<file path="config.mk">
export PLATFORM = sky130hd
export DESIGN_NAME = link_slave_top
export DESIGN_NICKNAME = d
export VERILOG_FILES = /design/src/hw/link_pkg.sv /design/src/hw/link_auto_sync.sv /design/src/hw/link_user_if.sv /design/src/hw/link_phy_concat.sv /design/src/hw/link_slave_top.sv
export SDC_FILE = /design/constraint.sdc
export NUM_CORES = 1
export LEC_CHECK = 0
export BUFFER_PORTS_ARGS = -buffer_cell sky130_fd_sc_hd__buf_2
export CORE_AREA = 2 2 181 183
export CTS_BUF_LIST = sky130_fd_sc_hd__clkbuf_8
export DETAILED_ROUTE_END_ITERATION = 8
export DIE_AREA = 0 0 183 185
export HOLD_SLACK_MARGIN = 0.06
export PLACE_DENSITY = 0.7
export RECOVER_POWER = 25
export SLEW_MARGIN = 20
export SYNTH_ARGS = -nofsm -noshare
export SYNTH_HDL_FRONTEND = slang
export SYNTH_HIERARCHICAL = 1
export SYNTH_SLANG_ARGS = --single-unit
</file>
<file path="constraint.sdc">
create_clock -name clk_wr -period 3.6 [get_ports clk_wr]
set_clock_uncertainty 0.05 [all_clocks]
set_input_delay 0 -clock clk_wr [delete_from_list [all_inputs] [get_ports clk_wr]]
set_output_delay 0 -clock clk_wr [all_outputs]
set_load 0.02 [all_outputs]
</file>
<file path="src/hw/link_pkg.sv">
/* Link bridge package
   Widths, flit and PHY frame structs, debug status bit positions */

package link_pkg;

  ////////////////////
  // Widths

  // Flit payload, reduced from the full 512-bit LPIF data bus
  localparam int data_width = 64;
  // One PHY channel
  localparam int phy_width = 48;
  // Marker userbits carried next to the strobe
  localparam int marker_width = 4;
  // state + protid + data + dvalid + crc + crc_valid + valid
  localparam int flit_width = 89;

  ////////////////////
  // LPIF flit

  typedef struct packed {
    logic [3:0]            state;
    logic [1:0]            protid;
    logic [data_width-1:0] data;
    logic                  dvalid;
    logic [15:0]           crc;
    logic                  crc_valid;
    logic                  valid;
  } lpif_flit_t;

  ////////////////////
  // PHY frame across both channels

  // Flit sits in the low bits, strobe and marker land in channel 1
  // Spare pads the frame out to two full channels
  typedef struct packed {
    logic [2*phy_width-flit_width-marker_width-2:0] spare;
    logic [marker_width-1:0]                        marker;
    logic                                           strobe;
    lpif_flit_t                                     flit;
  } phy_frame_t;

  ////////////////////
  // Debug status word

  // Remaining bits of the 32-bit word read as zero
  localparam int debug_tx_online_bit = 19;
  localparam int debug_rx_online_bit = 18;
  localparam int debug_rx_locked_bit = 17;

endpackage

</file>
<file path="src/hw/link_auto_sync.sv">
/* Auto sync block
   Online delay counters, periodic strobe generator, persistent marker */

`timescale 1ns/100ps

module link_auto_sync (
  input  logic                              clk_wr,
  input  logic                              rst_n,
  input  logic                              tx_online,
  input  logic                              rx_online,
  input  logic [15:0]                       delay_x_value,
  input  logic [15:0]                       delay_y_value,
  input  logic [15:0]                       delay_z_value,
  input  logic [link_pkg::marker_width-1:0] tx_mrk_userbit,
  input  logic                              tx_stb_userbit,
  output logic                              tx_online_delay,
  output logic                              rx_online_delay,
  output logic                              tx_auto_stb_userbit,
  output logic [link_pkg::marker_width-1:0] tx_auto_mrk_userbit
);

  logic [15:0] tx_cnt;
  logic [15:0] rx_cnt;
  logic [15:0] stb_cnt;
  logic        tx_rise;
  logic        rx_src;
  logic        stb_pulse;

  // Cycle in which the delayed tx flag gets set
  assign tx_rise = tx_online && !tx_online_delay && (tx_cnt == 16'd0);

  // Receive side only counts once transmit is fully up
  // Including tx_online drops both flags on the same edge
  assign rx_src = rx_online && tx_online && tx_online_delay;

  ////////////////////
  // Transmit online delay

  always_ff @(posedge clk_wr) begin
    if (!rst_n) begin
      tx_online_delay <= 1'b0;
      tx_cnt          <= delay_x_value;
    end else if (!tx_online) begin
      // Reload while offline, count starts on first high sample
      tx_online_delay <= 1'b0;
      tx_cnt          <= delay_x_value;
    end else if (tx_rise) begin
      tx_online_delay <= 1'b1;
    end else if (!tx_online_delay) begin
      tx_cnt <= tx_cnt - 16'd1;
    end
  end

  ////////////////////
  // Receive online delay

  always_ff @(posedge clk_wr) begin
    if (!rst_n) begin
      rx_online_delay <= 1'b0;
      rx_cnt          <= delay_y_value;
    end else if (!rx_src) begin
      rx_online_delay <= 1'b0;
      rx_cnt          <= delay_y_value;
    end else if (rx_cnt <= 16'd1) begin
      // Counted from the tx flag rising, so 0 and 1 both give one cycle
      rx_online_delay <= 1'b1;
    end else begin
      rx_cnt <= rx_cnt - 16'd1;
    end
  end

  ////////////////////
  // Strobe generator

  always_ff @(posedge clk_wr) begin
    if (!rst_n) begin
      stb_pulse <= 1'b0;
      stb_cnt   <= 16'd0;
    end else if (!tx_online) begin
      stb_pulse <= 1'b0;
      stb_cnt   <= 16'd0;
    end else if (tx_rise || tx_online_delay) begin
      // Counter sits at zero before the rise, so first pulse lines up with it
      if (stb_cnt == 16'd0) begin
        stb_pulse <= 1'b1;
        stb_cnt   <= delay_z_value - 16'd1;
      end else begin
        stb_pulse <= 1'b0;
        stb_cnt   <= stb_cnt - 16'd1;
      end
    end else begin
      stb_pulse <= 1'b0;
    end
  end

  // User strobe still gets through
  assign tx_auto_stb_userbit = stb_pulse | tx_stb_userbit;

  // Marker held for as long as transmit is up
  assign tx_auto_mrk_userbit = tx_online_delay ? tx_mrk_userbit : '0;

  // Receive never comes up ahead of transmit
  a_rx_after_tx: assert property (@(posedge clk_wr) disable iff (!rst_n)
    rx_online_delay |-> tx_online_delay);

endmodule

</file>
<file path="src/hw/link_user_if.sv">
/* User side interface
   Upstream flit to PHY path, registered and qualified downstream flit */

`timescale 1ns/100ps

module link_user_if (
  input  logic                 clk_wr,
  input  logic                 rst_n,

  // User side
  input  link_pkg::lpif_flit_t ustrm_flit,
  output link_pkg::lpif_flit_t dstrm_flit,

  // PHY side
  output link_pkg::lpif_flit_t tx_flit,
  input  link_pkg::lpif_flit_t rx_flit,
  input  logic                 rx_locked
);

  link_pkg::lpif_flit_t rx_flit_masked;

  ////////////////////
  // Upstream

  // No FIFO or credits in this path
  // Flit goes straight to the frame builder in the same cycle
  assign tx_flit = ustrm_flit;

  ////////////////////
  // Downstream

  // Qualifiers only trusted once strobe alignment is found
  // Payload fields pass untouched so they stay visible for debug
  always_comb begin
    rx_flit_masked = rx_flit;
    if (!rx_locked) begin
      rx_flit_masked.valid     = 1'b0;
      rx_flit_masked.dvalid    = 1'b0;
      rx_flit_masked.crc_valid = 1'b0;
    end
  end

  // One register stage towards the user
  always_ff @(posedge clk_wr) begin
    if (!rst_n) begin
      dstrm_flit <= '0;
    end else begin
      dstrm_flit <= rx_flit_masked;
    end
  end

  ////////////////////
  // Checks

  // A valid flit downstream needs lock on the cycle it was captured
  a_valid_needs_lock: assert property (@(posedge clk_wr) disable iff (!rst_n)
    dstrm_flit.valid |-> $past(rx_locked));

endmodule

</file>
<file path="src/hw/link_phy_concat.sv">
/* PHY concatenation
   Transmit frame build and channel split, receive join and strobe lock */

`timescale 1ns/100ps

module link_phy_concat (
  input  logic                              clk_wr,
  input  logic                              rst_n,

  // From auto sync
  input  logic                              tx_online_delay,
  input  logic                              rx_online_delay,
  input  logic                              tx_auto_stb_userbit,
  input  logic [link_pkg::marker_width-1:0] tx_auto_mrk_userbit,

  // Flit side
  input  link_pkg::lpif_flit_t              tx_flit,
  output link_pkg::lpif_flit_t              rx_flit,
  output logic                              rx_locked,

  // PHY channels
  output logic [link_pkg::phy_width-1:0]    tx_phy0,
  output logic [link_pkg::phy_width-1:0]    tx_phy1,
  input  logic [link_pkg::phy_width-1:0]    rx_phy0,
  input  logic [link_pkg::phy_width-1:0]    rx_phy1
);

  link_pkg::phy_frame_t tx_frame;
  link_pkg::phy_frame_t tx_frame_q;
  link_pkg::phy_frame_t rx_frame_q;

  ////////////////////
  // Transmit

  // Frame assembly, spare bits stay at zero
  always_comb begin
    tx_frame        = '0;
    tx_frame.flit   = tx_flit;
    tx_frame.strobe = tx_auto_stb_userbit;
    tx_frame.marker = tx_auto_mrk_userbit;
  end

  // Channels idle at zero until transmit is up
  always_ff @(posedge clk_wr) begin
    if (!rst_n) begin
      tx_frame_q <= '0;
    end else if (!tx_online_delay) begin
      tx_frame_q <= '0;
    end else begin
      tx_frame_q <= tx_frame;
    end
  end

  // Low half on channel 0
  assign tx_phy0 = tx_frame_q[link_pkg::phy_width-1:0];
  // High half, with strobe and marker, on channel 1
  assign tx_phy1 = tx_frame_q[2*link_pkg::phy_width-1:link_pkg::phy_width];

  ////////////////////
  // Receive

  // Channels rejoined in the same order they were split
  always_ff @(posedge clk_wr) begin
    rx_frame_q <= {rx_phy1, rx_phy0};
  end

  assign rx_flit = rx_frame_q.flit;

  ////////////////////
  // Strobe lock

  // Sticky once a strobe is seen with receive online
  // Dropped as soon as receive goes offline
  always_ff @(posedge clk_wr) begin
    if (!rst_n) begin
      rx_locked <= 1'b0;
    end else if (!rx_online_delay) begin
      rx_locked <= 1'b0;
    end else if (rx_frame_q.strobe) begin
      rx_locked <= 1'b1;
    end
  end

  ////////////////////
  // Checks

  // Padding on the wire never carries anything
  a_tx_spare_zero: assert property (@(posedge clk_wr) disable iff (!rst_n)
    tx_frame_q.spare == '0);

endmodule

</file>
<file path="src/hw/link_slave_top.sv">
/* Link bridge slave top
   Auto sync, user interface and PHY concatenation, debug status */

`timescale 1ns/100ps

module link_slave_top (
  input  logic                              clk_wr,
  input  logic                              rst_n,

  // Control and configuration
  input  logic                              tx_online,
  input  logic                              rx_online,
  input  logic [link_pkg::marker_width-1:0] tx_mrk_userbit,
  input  logic                              tx_stb_userbit,
  input  logic [15:0]                       delay_x_value,
  input  logic [15:0]                       delay_y_value,
  input  logic [15:0]                       delay_z_value,

  // User side
  input  link_pkg::lpif_flit_t              ustrm_flit,
  output link_pkg::lpif_flit_t              dstrm_flit,

  // PHY channels
  output logic [link_pkg::phy_width-1:0]    tx_phy0,
  output logic [link_pkg::phy_width-1:0]    tx_phy1,
  input  logic [link_pkg::phy_width-1:0]    rx_phy0,
  input  logic [link_pkg::phy_width-1:0]    rx_phy1,

  // Debug
  output logic [31:0]                       debug_status
);

  ////////////////////
  // Interconnect

  link_pkg::lpif_flit_t              tx_flit;
  link_pkg::lpif_flit_t              rx_flit;
  logic                              rx_locked;
  logic                              tx_online_delay;
  logic                              rx_online_delay;
  logic                              tx_auto_stb_userbit;
  logic [link_pkg::marker_width-1:0] tx_auto_mrk_userbit;

  ////////////////////
  // Blocks

  link_auto_sync i_link_auto_sync (
    .clk_wr              (clk_wr),
    .rst_n               (rst_n),
    .tx_online           (tx_online),
    .rx_online           (rx_online),
    .delay_x_value       (delay_x_value),
    .delay_y_value       (delay_y_value),
    .delay_z_value       (delay_z_value),
    .tx_mrk_userbit      (tx_mrk_userbit),
    .tx_stb_userbit      (tx_stb_userbit),
    .tx_online_delay     (tx_online_delay),
    .rx_online_delay     (rx_online_delay),
    .tx_auto_stb_userbit (tx_auto_stb_userbit),
    .tx_auto_mrk_userbit (tx_auto_mrk_userbit)
  );

  link_user_if i_link_user_if (
    .clk_wr     (clk_wr),
    .rst_n      (rst_n),
    .ustrm_flit (ustrm_flit),
    .dstrm_flit (dstrm_flit),
    .tx_flit    (tx_flit),
    .rx_flit    (rx_flit),
    .rx_locked  (rx_locked)
  );

  link_phy_concat i_link_phy_concat (
    .clk_wr              (clk_wr),
    .rst_n               (rst_n),
    .tx_online_delay     (tx_online_delay),
    .rx_online_delay     (rx_online_delay),
    .tx_auto_stb_userbit (tx_auto_stb_userbit),
    .tx_auto_mrk_userbit (tx_auto_mrk_userbit),
    .tx_flit             (tx_flit),
    .rx_flit             (rx_flit),
    .rx_locked           (rx_locked),
    .tx_phy0             (tx_phy0),
    .tx_phy1             (tx_phy1),
    .rx_phy0             (rx_phy0),
    .rx_phy1             (rx_phy1)
  );

  ////////////////////
  // Debug status

  // Flags wired straight to their bit positions, rest tied low
  always_comb begin
    debug_status = '0;
    debug_status[link_pkg::debug_tx_online_bit] = tx_online_delay;
    debug_status[link_pkg::debug_rx_online_bit] = rx_online_delay;
    debug_status[link_pkg::debug_rx_locked_bit] = rx_locked;
  end

endmodule

</file>
==> results of run 1 <==
## cells by family after synthesis
| logic type | after synthesis |
|---|---|
| AND/OR/NAND/NOR | 346 |
| XOR/XNOR | 25 |
| buffers and inverters | 261 |
| adder cells (fa/ha/maj) | 5 |
| other | 2 |
| multiplexers | 5 |
| AO/OA/AOI/OAI | 98 |
| flip-flops | 325 |
## through the flow
stage          hold slack (ns)  utilization (%)
3_3_place_gp            0.0534             39.3
2_1_floorplan          -0.0223                -
3_5_place_dp            0.0536             39.3
==> impl_results.md, run 1 <==
* Status: did not finish
* Last stage reached: 4_1_cts
* Tool error: [ERROR RSZ-0060] Max buffer count reached.
* Die height at 185 µm
* Post-Synth Simple-Gate Area at 16.8%
* Most frequent cell after synthesis: dfxtp_1
* Placed Cells at 1,678
* Synth top area share at 50.3%
* IO buf count at 421
* EDFF count, synth at 32
* CTS sink count at 325
* Clock Tree Root: clkbuf_8
* Sequential fraction of the synthesis area at 58.5%
* XOR/XNOR Fraction of Synth Area at 1.88%
* Synth cell types at 61
* Cells after Synth at approximately 1,100
* Initial Util at 36.4%
* Final Wtd Congestion at between 0.8 and 0.9
* Area share of fa/ha/maj cells after synthesis at 0.536%
* Mapped Avg Cell Area at about 11 µm²
* Placed Instance Area at 12,600 µm²
* Synth area leader: dfxtp_1
* Mapped Area at about 12,000 µm²
* Fraction of registers with async set or reset after synthesis at 0%
* Largest family of logic cells by synthesized area: simple AND/OR/NAND/NOR gates
* #FFs+latches synth at 325
* Ys flop type: dfxtp_1
* HPWL after detailed placement at 19,700 µm
* CTS Buffer Depth at 3
* Number of buffers created by CTS at 54
* H-tree Lvls at 2
* Setup WS pre-CTS at 0.800 ns
* Compound-Gate Fraction of Synth Area at 5.44%
* Most frequent cells after synthesis: 293 x dfxtp_1, 218 x buf_4, 100 x and3_1, 92 x and2_1, 56 x nand2_1
* I/O pin count at 459
* Synth warn at 6
* Post-synthesis mux area share at 0.429%
* Post-CTS Setup Repair Bufs at 0
* Die Width at ~180 µm
* Row count at 66
* Largest cells by area after synthesis: dfxtp_1 50%, buf_4 14%, edfxtp_1 8.2%
* CTS resizes at 0
* Hold_buf cts at 356
==> run 2, diff against run 1 <==
--- a/config.mk
+++ b/config.mk
@@ -6,12 +6,10 @@
 export NUM_CORES = 1
 export LEC_CHECK = 0
 export BUFFER_PORTS_ARGS = -buffer_cell sky130_fd_sc_hd__buf_2
-export CORE_AREA = 2 2 181 183
-export CTS_BUF_LIST = sky130_fd_sc_hd__clkbuf_8
+export CORE_AREA = 2 2 179 181
 export DETAILED_ROUTE_END_ITERATION = 8
-export DIE_AREA = 0 0 183 185
-export HOLD_SLACK_MARGIN = 0.06
-export PLACE_DENSITY = 0.7
+export DIE_AREA = 0 0 181 183
+export PLACE_DENSITY_LB_ADDON = 0.15
 export RECOVER_POWER = 25
 export SLEW_MARGIN = 20
 export SYNTH_ARGS = -nofsm -noshare
==> impl_results.md, run 2 <==
* EDFF count, synth at 32 (unchanged)
* Synth cell types at 61 (unchanged)
* Pins Over Slew Limit at 0
* Final Worst Setup Slack at between 0.2 and 0.25 ns
* Mapped Area at 11,700 µm² (unchanged)
* CTS Buffer Depth at 3 (unchanged)
* CTS sink count at 325 (unchanged)
* CP Data Required Time at between 3 and 4 ns
* Final period util at 93.2%
* Final setup vio count at 0
* First-pass GRT wire length at 44,900 µm
* Largest cells by area after synthesis: dfxtp_1 50%, buf_4 14%, edfxtp_1 8.2% (unchanged)
* Unrepaired setup endpoints after global routing: no
* Setup WS pre-CTS at 0.723 ns (was 0.800 ns)
* First-pass DRT Iterations at 5
* Antenna violations before repair at 2
* Worst Path Max Fanout at 6
* Pin count of the biggest net entering global routing at between 100 and 150
* Final Wtd Congestion at 0.817 (was 0.873)
* Total grt overflow at 0
* Number of buffers created by CTS at 36 (was 54)
* Status: finished clean (was did not finish)
* Core ar. at 31,200 µm²
* Worst-path clk slew at about 0.060 ns
* Register area at 6830 µm²
* Most frequent cells in the layout: 374 x buf_2, 292 x dfxtp_1, 236 x dlygate4sd3_1
* Placed Cells at 1,670 (was 1,678)
* Fraction of registers with async set or reset after synthesis at 0% (unchanged)
* Switching share of total power at 22.3%
* Synth top area share at 50.3% (unchanged)
* Area grow syn2layout at 37.3%
* Worst-skew pair later-pin latency at 0.53 ns
* Met2 Usage GRT at around 30%
* Initial DRC count at 357
* Flop pwr share at 48.0%
* Most frequent cell after synthesis: dfxtp_1 (unchanged)
* Final core occ at about half
* Mapped Avg Cell Area at 10.9 µm² (unchanged)
* Die height at 183 µm (was 185 µm)
* Switching Power at 0.00178 W
* Fin Setup TNS at 0 ns
* Internal power at 0.00620 W
* Area of the multi-input gates at between 3000 and 4000 µm²
* Post-Route WL at 29,800 µm
* Clock Tree Root: clkbuf_16 (was clkbuf_8)
* Die Area at approximately 33,000 µm²
* Startpoint types: flip-flop
* Most frequent cells after synthesis: 293 x dfxtp_1, 218 x buf_4, 100 x and3_1, 92 x and2_1, 56 x nand2_1 (unchanged)
* Hold Fails Final Rpt at 0
* Most common cell after layout, fill and taps aside: buf_2
* Clock power frac at 43.9%
* Nets@finish at 1,789
* #FFs+latches synth at 325 (unchanged)
* Layer with the highest usage: met2
* Row count at 65 (was 66)
* Endpoint class of the critical path: flip-flop
* Vias per cell at 4.33
* HPWL after detailed placement at 19,700 µm (about the same)
* Slew @ Worst Pin at 0.933 ns
* Synth warn at 6 (unchanged)
* Die Width at 181 µm (was 183 µm)
* Leakage at 7.61 nW
* Max-cap viol count at 0
* Post-route ant nets at 0
* Synth area leader: dfxtp_1 (unchanged)
* Post-CTS Setup Repair Bufs at 0 (unchanged)
* Min Tclk post-route at 3.35 ns
* Mean routed wirelength per cell at 15.1 µm
* IO buf count at 421 (unchanged)
* WP data arrival at 3.70 ns
* Ys flop type: dfxtp_1 (unchanged)
* Final hold slack at slightly below 0.06 ns
* Sequential fraction of the synthesis area at 58.5% (unchanged)
* Vias in the first global route at a little over 8,000
* Met3 Resource Use GR at under 10%
* Remaining DRCs at 0
* Hold Path Class: in -> reg
* Detailed-route via count at 8,523
* Crit Path Category: reg -> reg
* Combinational share of power at under 10%
* I/O pin count at 459 (unchanged)
* Total track usage at about 17%
* Cells after Synth at 1,067 (unchanged)
* VDD IR max at about 330 µV
* Initial Util at 37.4% (was 36.4%)
* CTS tree: built
* Peak Freq at 298 MHz
* Non-Filler Instances at 1,970
* Max-slew headroom at about 38%
* PwrDens at around 500 nW/µm²
* GR Layer Usage met1 at between 15 and 20%
* Share of layout cells above drive strength 1 at between 20% and 30%
* # fillers at 2,839
* H-tree Lvls at 2 (unchanged)
-- run 2: repair_timing --
item | CTS | global route
resized for setup | 0 | 1
hold buffers | 236 | 0
hold endpoints to repair | 232 | 0
endpoints found under the setup margin | 0 | 1
-- run 2: worst paths after layout --
check | from | slack [ns] | to | depth (start not counted)
setup / recovery | i_link_auto_sync/stb_cnt[11] | 0.25 | i_link_auto_sync/stb_cnt[14] | 12
setup reg to reg | i_link_auto_sync/stb_cnt[11] | 0.25 | i_link_auto_sync/stb_cnt[14] | 12
hold reg to reg | i_link_phy_concat/rx_flit[86] | 0.37 | i_link_user_if/dstrm_flit[86] | 1
hold / removal | rx_phy0[35] | 0.06 | i_link_phy_concat/rx_flit[35] | 2
-- run 2: through the flow --
stage	power, W	instance area, µm²
5_1_grt	0.00833	16000
2_1_floorplan	0.00429	11800
3_5_place_dp	0.00435	12600
3_3_place_gp	0.00434	12600
6_report	0.00797	16000
4_1_cts	0.00810	16100
-- run 2: routing by layer --
layer / wire (µm) / vias up
met5: 0 / -
met4: 691 / 0
met3: 2230 / 46
met2: 15000 / 296
met1: 11900 / 3918
li1: - / 4263
-- run 2: cell type report --
cell class	count	area share (%)
antenna	2	0.0312
clock buffer	55	6.38
clock inverter	7	0.804
inverter	6	0.141
multi-input combinational	510	19.0
sequential	325	42.6
tap	402	3.14
timing repair buffer	663	27.8
-- run 2: power groups by stage --
stage / combinational [W] / clock, W / sequential (W)
after floorplan: 0.000318 / 0 / 0.00397
after global placement: 0.000438 / 0 / 0.00390
after detailed placement: 0.000442 / 0 / 0.00391
after CTS: 0.000651 / 0.00362 / 0.00383
after global routing: 0.000699 / 0.00379 / 0.00384
final: 0.000642 / 0.00350 / 0.00383
-- run 2: kinds of logic (layout without fill, tap and decap cells) --
group | Yosys count | count (layout) | share of synthesized area (%)
DFF | 325 | 325 | 58.5
adders and majority gates | 5 | 5 | 0.536
and+or+nand+nor | 346 | 346 | 16.8
other | 2 | 33 | 0.0644
buffers and inverters | 261 | 731 | 16.3
AOI/OAI and AO/OA | 98 | 98 | 5.44
muxes | 5 | 5 | 0.429
xor gates and xnor gates | 25 | 25 | 1.88
-- run 2: worst max-delay path, stage by stage (launching register included) --
cell	delay, ns
dfxtp_1	0.44
or4_4	0.20
nand4b_1	0.20
nor2_4	0.06
a21oi_1	0.20
ha_1	0.23
and2b_2	0.16
nand3b_1	0.23
or3_1	0.39
a211oi_2	0.28
a21o_1	0.16
o211ai_1	0.07
dlygate4sd3_1	0.55
(Power assumes the default switching activity.)
==> run 3, diff against run 2 <==
==> constraint.sdc (replaced) <==
create_clock -name clk_wr -period 2.95 [get_ports clk_wr]
set_clock_uncertainty 0.05 [all_clocks]
set_input_delay 0 -clock clk_wr [delete_from_list [all_inputs] [get_ports clk_wr]]
set_output_delay 0 -clock clk_wr [all_outputs]
set_load 0.02 [all_outputs]
==> impl_results.md, run 3 (synthesized netlist as in run 2, its figures left out) <==
* Status: finished clean (unchanged)
* # fillers at 2,860 (was 2,839)
* Final setup vio count at 0 (unchanged)
* Family with the most delay on the worst path: simple AND/OR/NAND/NOR gates (unchanged)
* Hold Path Class: in -> reg (unchanged)
* Min Tclk post-route at 2.77 ns (was 3.35 ns)
* Peak Freq at 361 MHz (was 298 MHz)
* VDD IR max at 364 µV (was 326 µV)
* Register area at 6830 µm² (about the same)
* Hold Startpoint: rx_phy1[21] (was rx_phy0[35])
* Clock Tree Root: clkbuf_16 (unchanged)
* Number of buffers created by CTS at 36 (unchanged)
* Worst Path Max Fanout at 5 (was 6)
* Worst path max stage delay at 0.53 ns (was 0.55 ns)
* Mean routed wirelength per cell at 15.1 µm (about the same)
* Vias in the first global route at 8,389 (was 8,192)
* Slowest CP cell: or4_4 (was dlygate4sd3_1)
* Non-Filler Instances at 1,980 (was 1,970)
* Most frequent CP cell: a21oi_1
* WP data arrival at 3.15 ns (was 3.70 ns)
* First-pass DRT Iterations at 4 (was 5)
* Reg2reg start: i_link_auto_sync/stb_cnt[10] (was i_link_auto_sync/stb_cnt[11])
* Endpoint class of the critical path: flip-flop (unchanged)
* IO buf count at 421 (unchanged)
* Most frequent cells in the layout: 377 x buf_2, 291 x dfxtp_1, 237 x dlygate4sd3_1 (was 374 x buf_2, 292 x dfxtp_1, 236 x dlygate4sd3_1)
* Crit Path Category: reg -> reg (unchanged)
* H-tree Lvls at 2 (unchanged)
* CTS tree: built (unchanged)
* Pin count of the biggest net entering global routing at 180 (was 107)
* Leakage at 7.70 nW (was 7.61 nW)
* I/O pin count at 459 (unchanged)
* Final Worst Setup Slack at 0.183 ns (was 0.246 ns)
* Vias per cell at 4.35 (was 4.33)
* Final Total Pwr at 0.00994 W (was 0.00797 W)
* Worst Hold End: i_link_phy_concat/rx_flit[69] (was i_link_phy_concat/rx_flit[35])
* Placed Cells at 1,677 (was 1,670)
* Setup WS pre-CTS at 0.118 ns (was 0.723 ns)
* Critical R2R Capture: i_link_auto_sync/stb_cnt[10] (was i_link_auto_sync/stb_cnt[14])
* Initial DRC count at 484 (was 357)
* Cell breakdown of the critical path: or4_4, nand4b_1, nor2_4, a21oi_1, ha_2, and2b_2, nand3b_1, a211o_1, and3_2, o21ai_1, a21oi_1 (was or4_4, nand4b_1, nor2_4, a21oi_1, ha_1, and2b_2, nand3b_1, or3_1, a211oi_2, a21o_1, o211ai_1, dlygate4sd3_1)
* CP Data Required Time at 3.34 ns (was 3.95 ns)
* Total grt overflow at 0 (unchanged)
* Slew @ Worst Pin at 0.930 ns (was 0.933 ns)
* HPWL after detailed placement at 19,700 µm (about the same)
* Post-route ant nets at 0 (unchanged)
* Share of layout cells above drive strength 1 at 30.1% (was 28.8%)
* Area of the multi-input gates at 3080 µm² (was 3050 µm²)
* Core ar. at 31,200 µm² (unchanged)
* PwrDens at 613 nW/µm² (was 498 nW/µm²)
* Die Width at 181 µm (unchanged)
* Final period util at 93.8% (was 93.2%)
* Pins Over Slew Limit at 0 (unchanged)
* Remaining DRCs at 0 (unchanged)
* Startpoint types: flip-flop (unchanged)
* Die height at 183 µm (unchanged)
* CTS Buffer Depth at 3 (unchanged)
* Worst-path clk slew at 0.06 ns (about the same)
* Final Wtd Congestion at 0.832 (was 0.817)
* First-pass GRT wire length at 45,200 µm (was 44,900 µm)
* Post-Route WL at 29,900 µm (was 29,800 µm)
* Antenna violations before repair at 0 (was 2)
* Most common cell after layout, fill and taps aside: buf_2 (unchanged)
* Die Area at 33,100 µm² (unchanged)
* Row count at 65 (unchanged)
* Max-cap viol count at 0 (unchanged)
* Hold Fails Final Rpt at 0 (unchanged)
* Worst hold path depth at 2 (unchanged)
* R2r worst-path depth at 11 (was 12)
* Detailed-route via count at 8,617 (was 8,523)
* Flop2flop setup slack at 0.18 ns (was 0.25 ns)
* Area grow syn2layout at 38.9% (was 37.3%)
* Max-slew headroom at 38.0% (was 37.8%)
* CTS sink count at 325 (unchanged)
* Buf+Inv Stages, Crit Path at 0 (was 1)
* Initial Util at 37.4% (unchanged)
* Worst-skew pair later-pin latency at 0.52 ns (was 0.53 ns)
* Fin Setup TNS at 0 ns (unchanged)
* Nets@finish at 1,799 (was 1,789)
* Total track usage at 17.2% (was 17.0%)
* Ant diodes at 0 (was 2)
==> run 3: layout make-up <==
cell class / count / share of cell area [%]
tap: 402 / 3.10
clock buffer: 57 / 7.06
multi-input combinational: 510 / 19.0
timing repair buffer: 673 / 28.1
sequential: 325 / 42.1
clock inverter: 7 / 0.463
inverter: 6 / 0.139
==> run 3: worst max-delay path by stage <==
stage,start,endpoint,slack [ns],depth (start not counted)
global route,i_link_auto_sync/stb_cnt[11],i_link_auto_sync/stb_cnt[10],-0.01,11
detailed placement,i_link_auto_sync/stb_cnt[10],i_link_auto_sync/stb_cnt[14],0.12,11
global placement,i_link_auto_sync/stb_cnt[10],i_link_auto_sync/stb_cnt[10],0.16,11
finish,i_link_auto_sync/stb_cnt[10],i_link_auto_sync/stb_cnt[10],0.18,11
CTS,i_link_auto_sync/stb_cnt[15],i_link_auto_sync/stb_cnt[10],0.09,11
floorplan,i_link_auto_sync/stb_cnt[15],i_link_auto_sync/stb_cnt[10],0.18,12
==> run 3: routing by layer <==
| layer | vias to the layer above | wire length [µm] | global-route usage, % |
|---|---|---|---|
| met3 | 49 | 1840 | 3.73 |
| met5 | - | 0 | 0 |
| met1 | 3972 | 12100 | 20.1 |
| met4 | 0 | 760 | 5.69 |
| li1 | 4283 | - | - |
| met2 | 313 | 15200 | 31.2 |
==> run 3: timing repair <==
item,CTS,global route
gates resized for setup,0,7
hold buffers,237,0
endpoints found under the setup margin,0,5
hold endpoints to repair,235,0
setup buffers,0,2
==> run 3: report_power, final <==
| part | switching (W) | leakage, nW | total (W) | internal (W) |
|---|---|---|---|---|
| Combinational | 0.000360 | 4.34 | 0.000800 | 0.000441 |
| Clock | 0.00178 | 0.600 | 0.00446 | 0.00268 |
| Sequential | 0.0000536 | 2.76 | 0.00468 | 0.00462 |
| Total | 0.00219 | 7.70 | 0.00994 | 0.00774 |
==> run 3: stage by stage <==
stage	area (µm²)	util (%)	hold slack [ns]
3_3_place_gp	12600	40.4	0.0520
3_5_place_dp	12600	40.4	0.0536
6_report	16200	51.9	0.0578
5_1_grt	16200	51.9	0.0395
2_1_floorplan	11800	-	-0.0223
4_1_cts	16200	51.9	0.0313
==> run 4, diff against run 3 <==
==> constraint.sdc (replaced) <==
create_clock -name clk_wr -period 2.85 [get_ports clk_wr]
set_clock_uncertainty 0.05 [all_clocks]
set_input_delay 0 -clock clk_wr [delete_from_list [all_inputs] [get_ports clk_wr]]
set_output_delay 0 -clock clk_wr [all_outputs]
set_load 0.02 [all_outputs]
==> impl_results.md, run 4 (synthesized netlist as in run 2, its figures left out) <==
* Slew @ Worst Pin at 2.96 ns (was 0.930 ns)
* Total track usage at 17.1% (was 17.2%)
* PwrDens at 635 nW/µm² (was 613 nW/µm²)
* Critical R2R Capture: i_link_auto_sync/stb_cnt[12] (was i_link_auto_sync/stb_cnt[10])
* Remaining DRCs at 0 (unchanged)
* Reg2reg start: i_link_auto_sync/stb_cnt[10] (unchanged)
* CTS Buffer Depth at 3 (unchanged)
* Total grt overflow at 0 (unchanged)
* HPWL after detailed placement at 19,600 µm (was 19,700 µm)
* First-pass GRT wire length at 45,100 µm (was 45,200 µm)
* Final core occ at 52.0% (was 51.9%)
* Final Wtd Congestion at 0.848 (was 0.832)
* WP data arrival at 3.09 ns (was 3.15 ns)
* Vias per cell at 4.35 (about the same)
* Share of layout cells above drive strength 1 at 33.2% (was 30.1%)
* Clock Tree Root: clkbuf_16 (unchanged)
* Die Width at 181 µm (unchanged)
* Detailed-route via count at 8,608 (was 8,617)
* Vias in the first global route at 8,402 (was 8,389)
* CP Data Required Time at 3.20 ns (was 3.34 ns)
* Leakage at 7.89 nW (was 7.70 nW)
* First-pass DRT Iterations at 7 (was 4)
* Worst Hold End: i_link_phy_concat/rx_flit[69] (unchanged)
* Hold Startpoint: rx_phy1[21] (unchanged)
* Flop2flop setup slack at 0.11 ns (was 0.18 ns)
* Flop pwr share at 47.0% (about the same)
* Worst hold path depth at 2 (unchanged)
* CTS sink count at 325 (unchanged)
* Pins Over Slew Limit at 185 (was 0)
* Mean routed wirelength per cell at 15.1 µm (about the same)
* Antenna violations before repair at 0 (unchanged)
* Endpoint class of the critical path: flip-flop (unchanged)
* Area grow syn2layout at 39.2% (was 38.9%)
* Max-slew headroom at -97.1% (was 38.0%)
* Row count at 65 (unchanged)
* H-tree Lvls at 2 (unchanged)
* CTS tree: built (unchanged)
* Peak Freq at 365 MHz (was 361 MHz)
* Most frequent cells in the layout: 420 x buf_2, 291 x dfxtp_1, 234 x dlygate4sd3_1 (was 377 x buf_2, 291 x dfxtp_1, 237 x dlygate4sd3_1)
* Hold Fails Final Rpt at 0 (unchanged)
* Worst-skew pair later-pin latency at 0.51 ns (was 0.52 ns)
* Switching share of total power at 22.1% (about the same)
* Worst Path Max Fanout at 5 (unchanged)
* Nets@finish at 1,801 (was 1,799)
* VDD IR max at 389 µV (was 364 µV)
* IO buf count at 421 (unchanged)
* Min Tclk post-route at 2.74 ns (was 2.77 ns)
* Violated checks: capacitance limit, slew limit
* Final period util at 96.1% (was 93.8%)
* Combinational share of power at 8.0% (was 8.1%)
* Switching Power at 0.00228 W (was 0.00219 W)
* Crit Path Category: reg -> reg (unchanged)
* I/O pin count at 459 (unchanged)
* R2r worst-path depth at 10 (was 11)
* Die height at 183 µm (unchanged)
* Worst-path clk slew at 0.06 ns (about the same)
* Post-route ant nets at 0 (unchanged)
* Hold Path Class: in -> reg (unchanged)
* Number of buffers created by CTS at 37 (was 36)
* Final setup vio count at 0 (unchanged)
* Internal power at 0.00803 W (was 0.00774 W)
* Clock power frac at 45.0% (was 44.9%)
* Max-cap viol count at 1 (was 0)
* Initial DRC count at 404 (was 484)
* Ant diodes at 0 (unchanged)
* Status: finished, violations left (was finished clean)
* Startpoint types: flip-flop (unchanged)
* Die Area at 33,100 µm² (unchanged)
* Pin count of the biggest net entering global routing at 185 (was 180)
* Non-Filler Instances at 1,981 (was 1,980)
* Core ar. at 31,200 µm² (unchanged)
* Most common cell after layout, fill and taps aside: buf_2 (unchanged)
* Placed Cells at 1,680 (was 1,677)
* Initial Util at 37.4% (unchanged)
* Post-Route WL at 29,900 µm (about the same)
## run 4: changes by cell type in the layout (fill, tap and decap cells not counted), moves of 3 or more
| cell | before | now |
|---|---|---|
| buf_2 | 377 | 420 |
| buf_4 | 15 | 19 |
| clkbuf_1 | 51 | 7 |
| clkbuf_8 | 10 | 7 |
| clkinv_2 | 4 | 7 |
| dlygate4sd3_1 | 237 | 234 |
## run 4: worst max-delay path, stage by stage, from the launching register on
cell and delay (ns):
dfxtp_1 0.31, or4_4 0.54, nand4b_1 0.27, nor2_4 0.21, a21oi_2 0.09, ha_2 0.18
and2b_2 0.19, nand3b_1 0.23, buf_4 0.19, a2111oi_4 0.05, a211o_1 0.29
## run 4: timing repair
item                       4_1_cts  5_1_grt
setup buffers                    0        3
hold endpoints to repair       233        0
setup endpoints to repair        0        5
gates resized for setup          0        8
hold buffers                   234        0
## run 4: per-layer routing
| layer | vias up | GRT usage [%] | wire (µm) |
|---|---|---|---|
| met3 | 52 | 3.71 | 1840 |
| met5 | - | 0 | 0 |
| met4 | 0 | 5.79 | 845 |
| met1 | 3956 | 20.0 | 12100 |
| met2 | 307 | 30.9 | 15100 |
| li1 | 4293 | - | - |
## run 4: per-stage QoR
| stage | setup WS (ns) | hold slack, ns | instance area, µm² | power, W | setup TNS, ns |
|---|---|---|---|---|---|
| final | 0.111 | 0.0648 | 16200 | 0.0103 | 0 |
| after global placement | 0.117 | 0.0527 | 12600 | 0.00549 | 0 |
| after floorplan | 0.0848 | -0.0223 | 11800 | 0.00542 | 0 |
| after detailed placement | 0.0929 | 0.0536 | 12600 | 0.00550 | 0 |
| after global routing | -0.0432 | 0.0531 | 16200 | 0.0107 | -0.102 |
| after CTS | 0.0658 | 0.0354 | 16200 | 0.0104 | 0 |
## run 4: how the worst max path moves through the flow
| stage | startpoint | endpoint | depth (start not counted) |
|---|---|---|---|
| final | i_link_auto_sync/stb_cnt[10] | i_link_auto_sync/stb_cnt[12] | 10 |
| after floorplan | i_link_auto_sync/stb_cnt[15] | i_link_auto_sync/stb_cnt[10] | 12 |
| after global placement | i_link_auto_sync/stb_cnt[15] | i_link_auto_sync/stb_cnt[10] | 11 |
| after CTS | i_link_auto_sync/stb_cnt[15] | i_link_auto_sync/stb_cnt[10] | 11 |
| after detailed placement | i_link_auto_sync/stb_cnt[15] | i_link_auto_sync/stb_cnt[10] | 11 |
| after global routing | i_link_auto_sync/stb_cnt[3] | i_link_auto_sync/stb_cnt[14] | 11 |
## run 4: final cells by class
class	instances	area, µm²
Timing Repair Buffer	674	4590
Multi-Input combinational cell	510	3090
Sequential cell	325	6830
Clock inverter	11	110
Tap cell	402	503
Clock buffer	53	1100
Fill cell	2834	15000
Inverter	6	22.5
## run 4: power by group through the flow
| stage | Combinational (W) | Clock, W | Sequential, W |
|---|---|---|---|
| 2_1_floorplan | 0.000401 | 0 | 0.00502 |
| 3_3_place_gp | 0.000561 | 0 | 0.00493 |
| 3_5_place_dp | 0.000562 | 0 | 0.00494 |
| 4_1_cts | 0.000827 | 0.00477 | 0.00484 |
| 5_1_grt | 0.000899 | 0.00497 | 0.00485 |
| 6_report | 0.000827 | 0.00464 | 0.00484 |
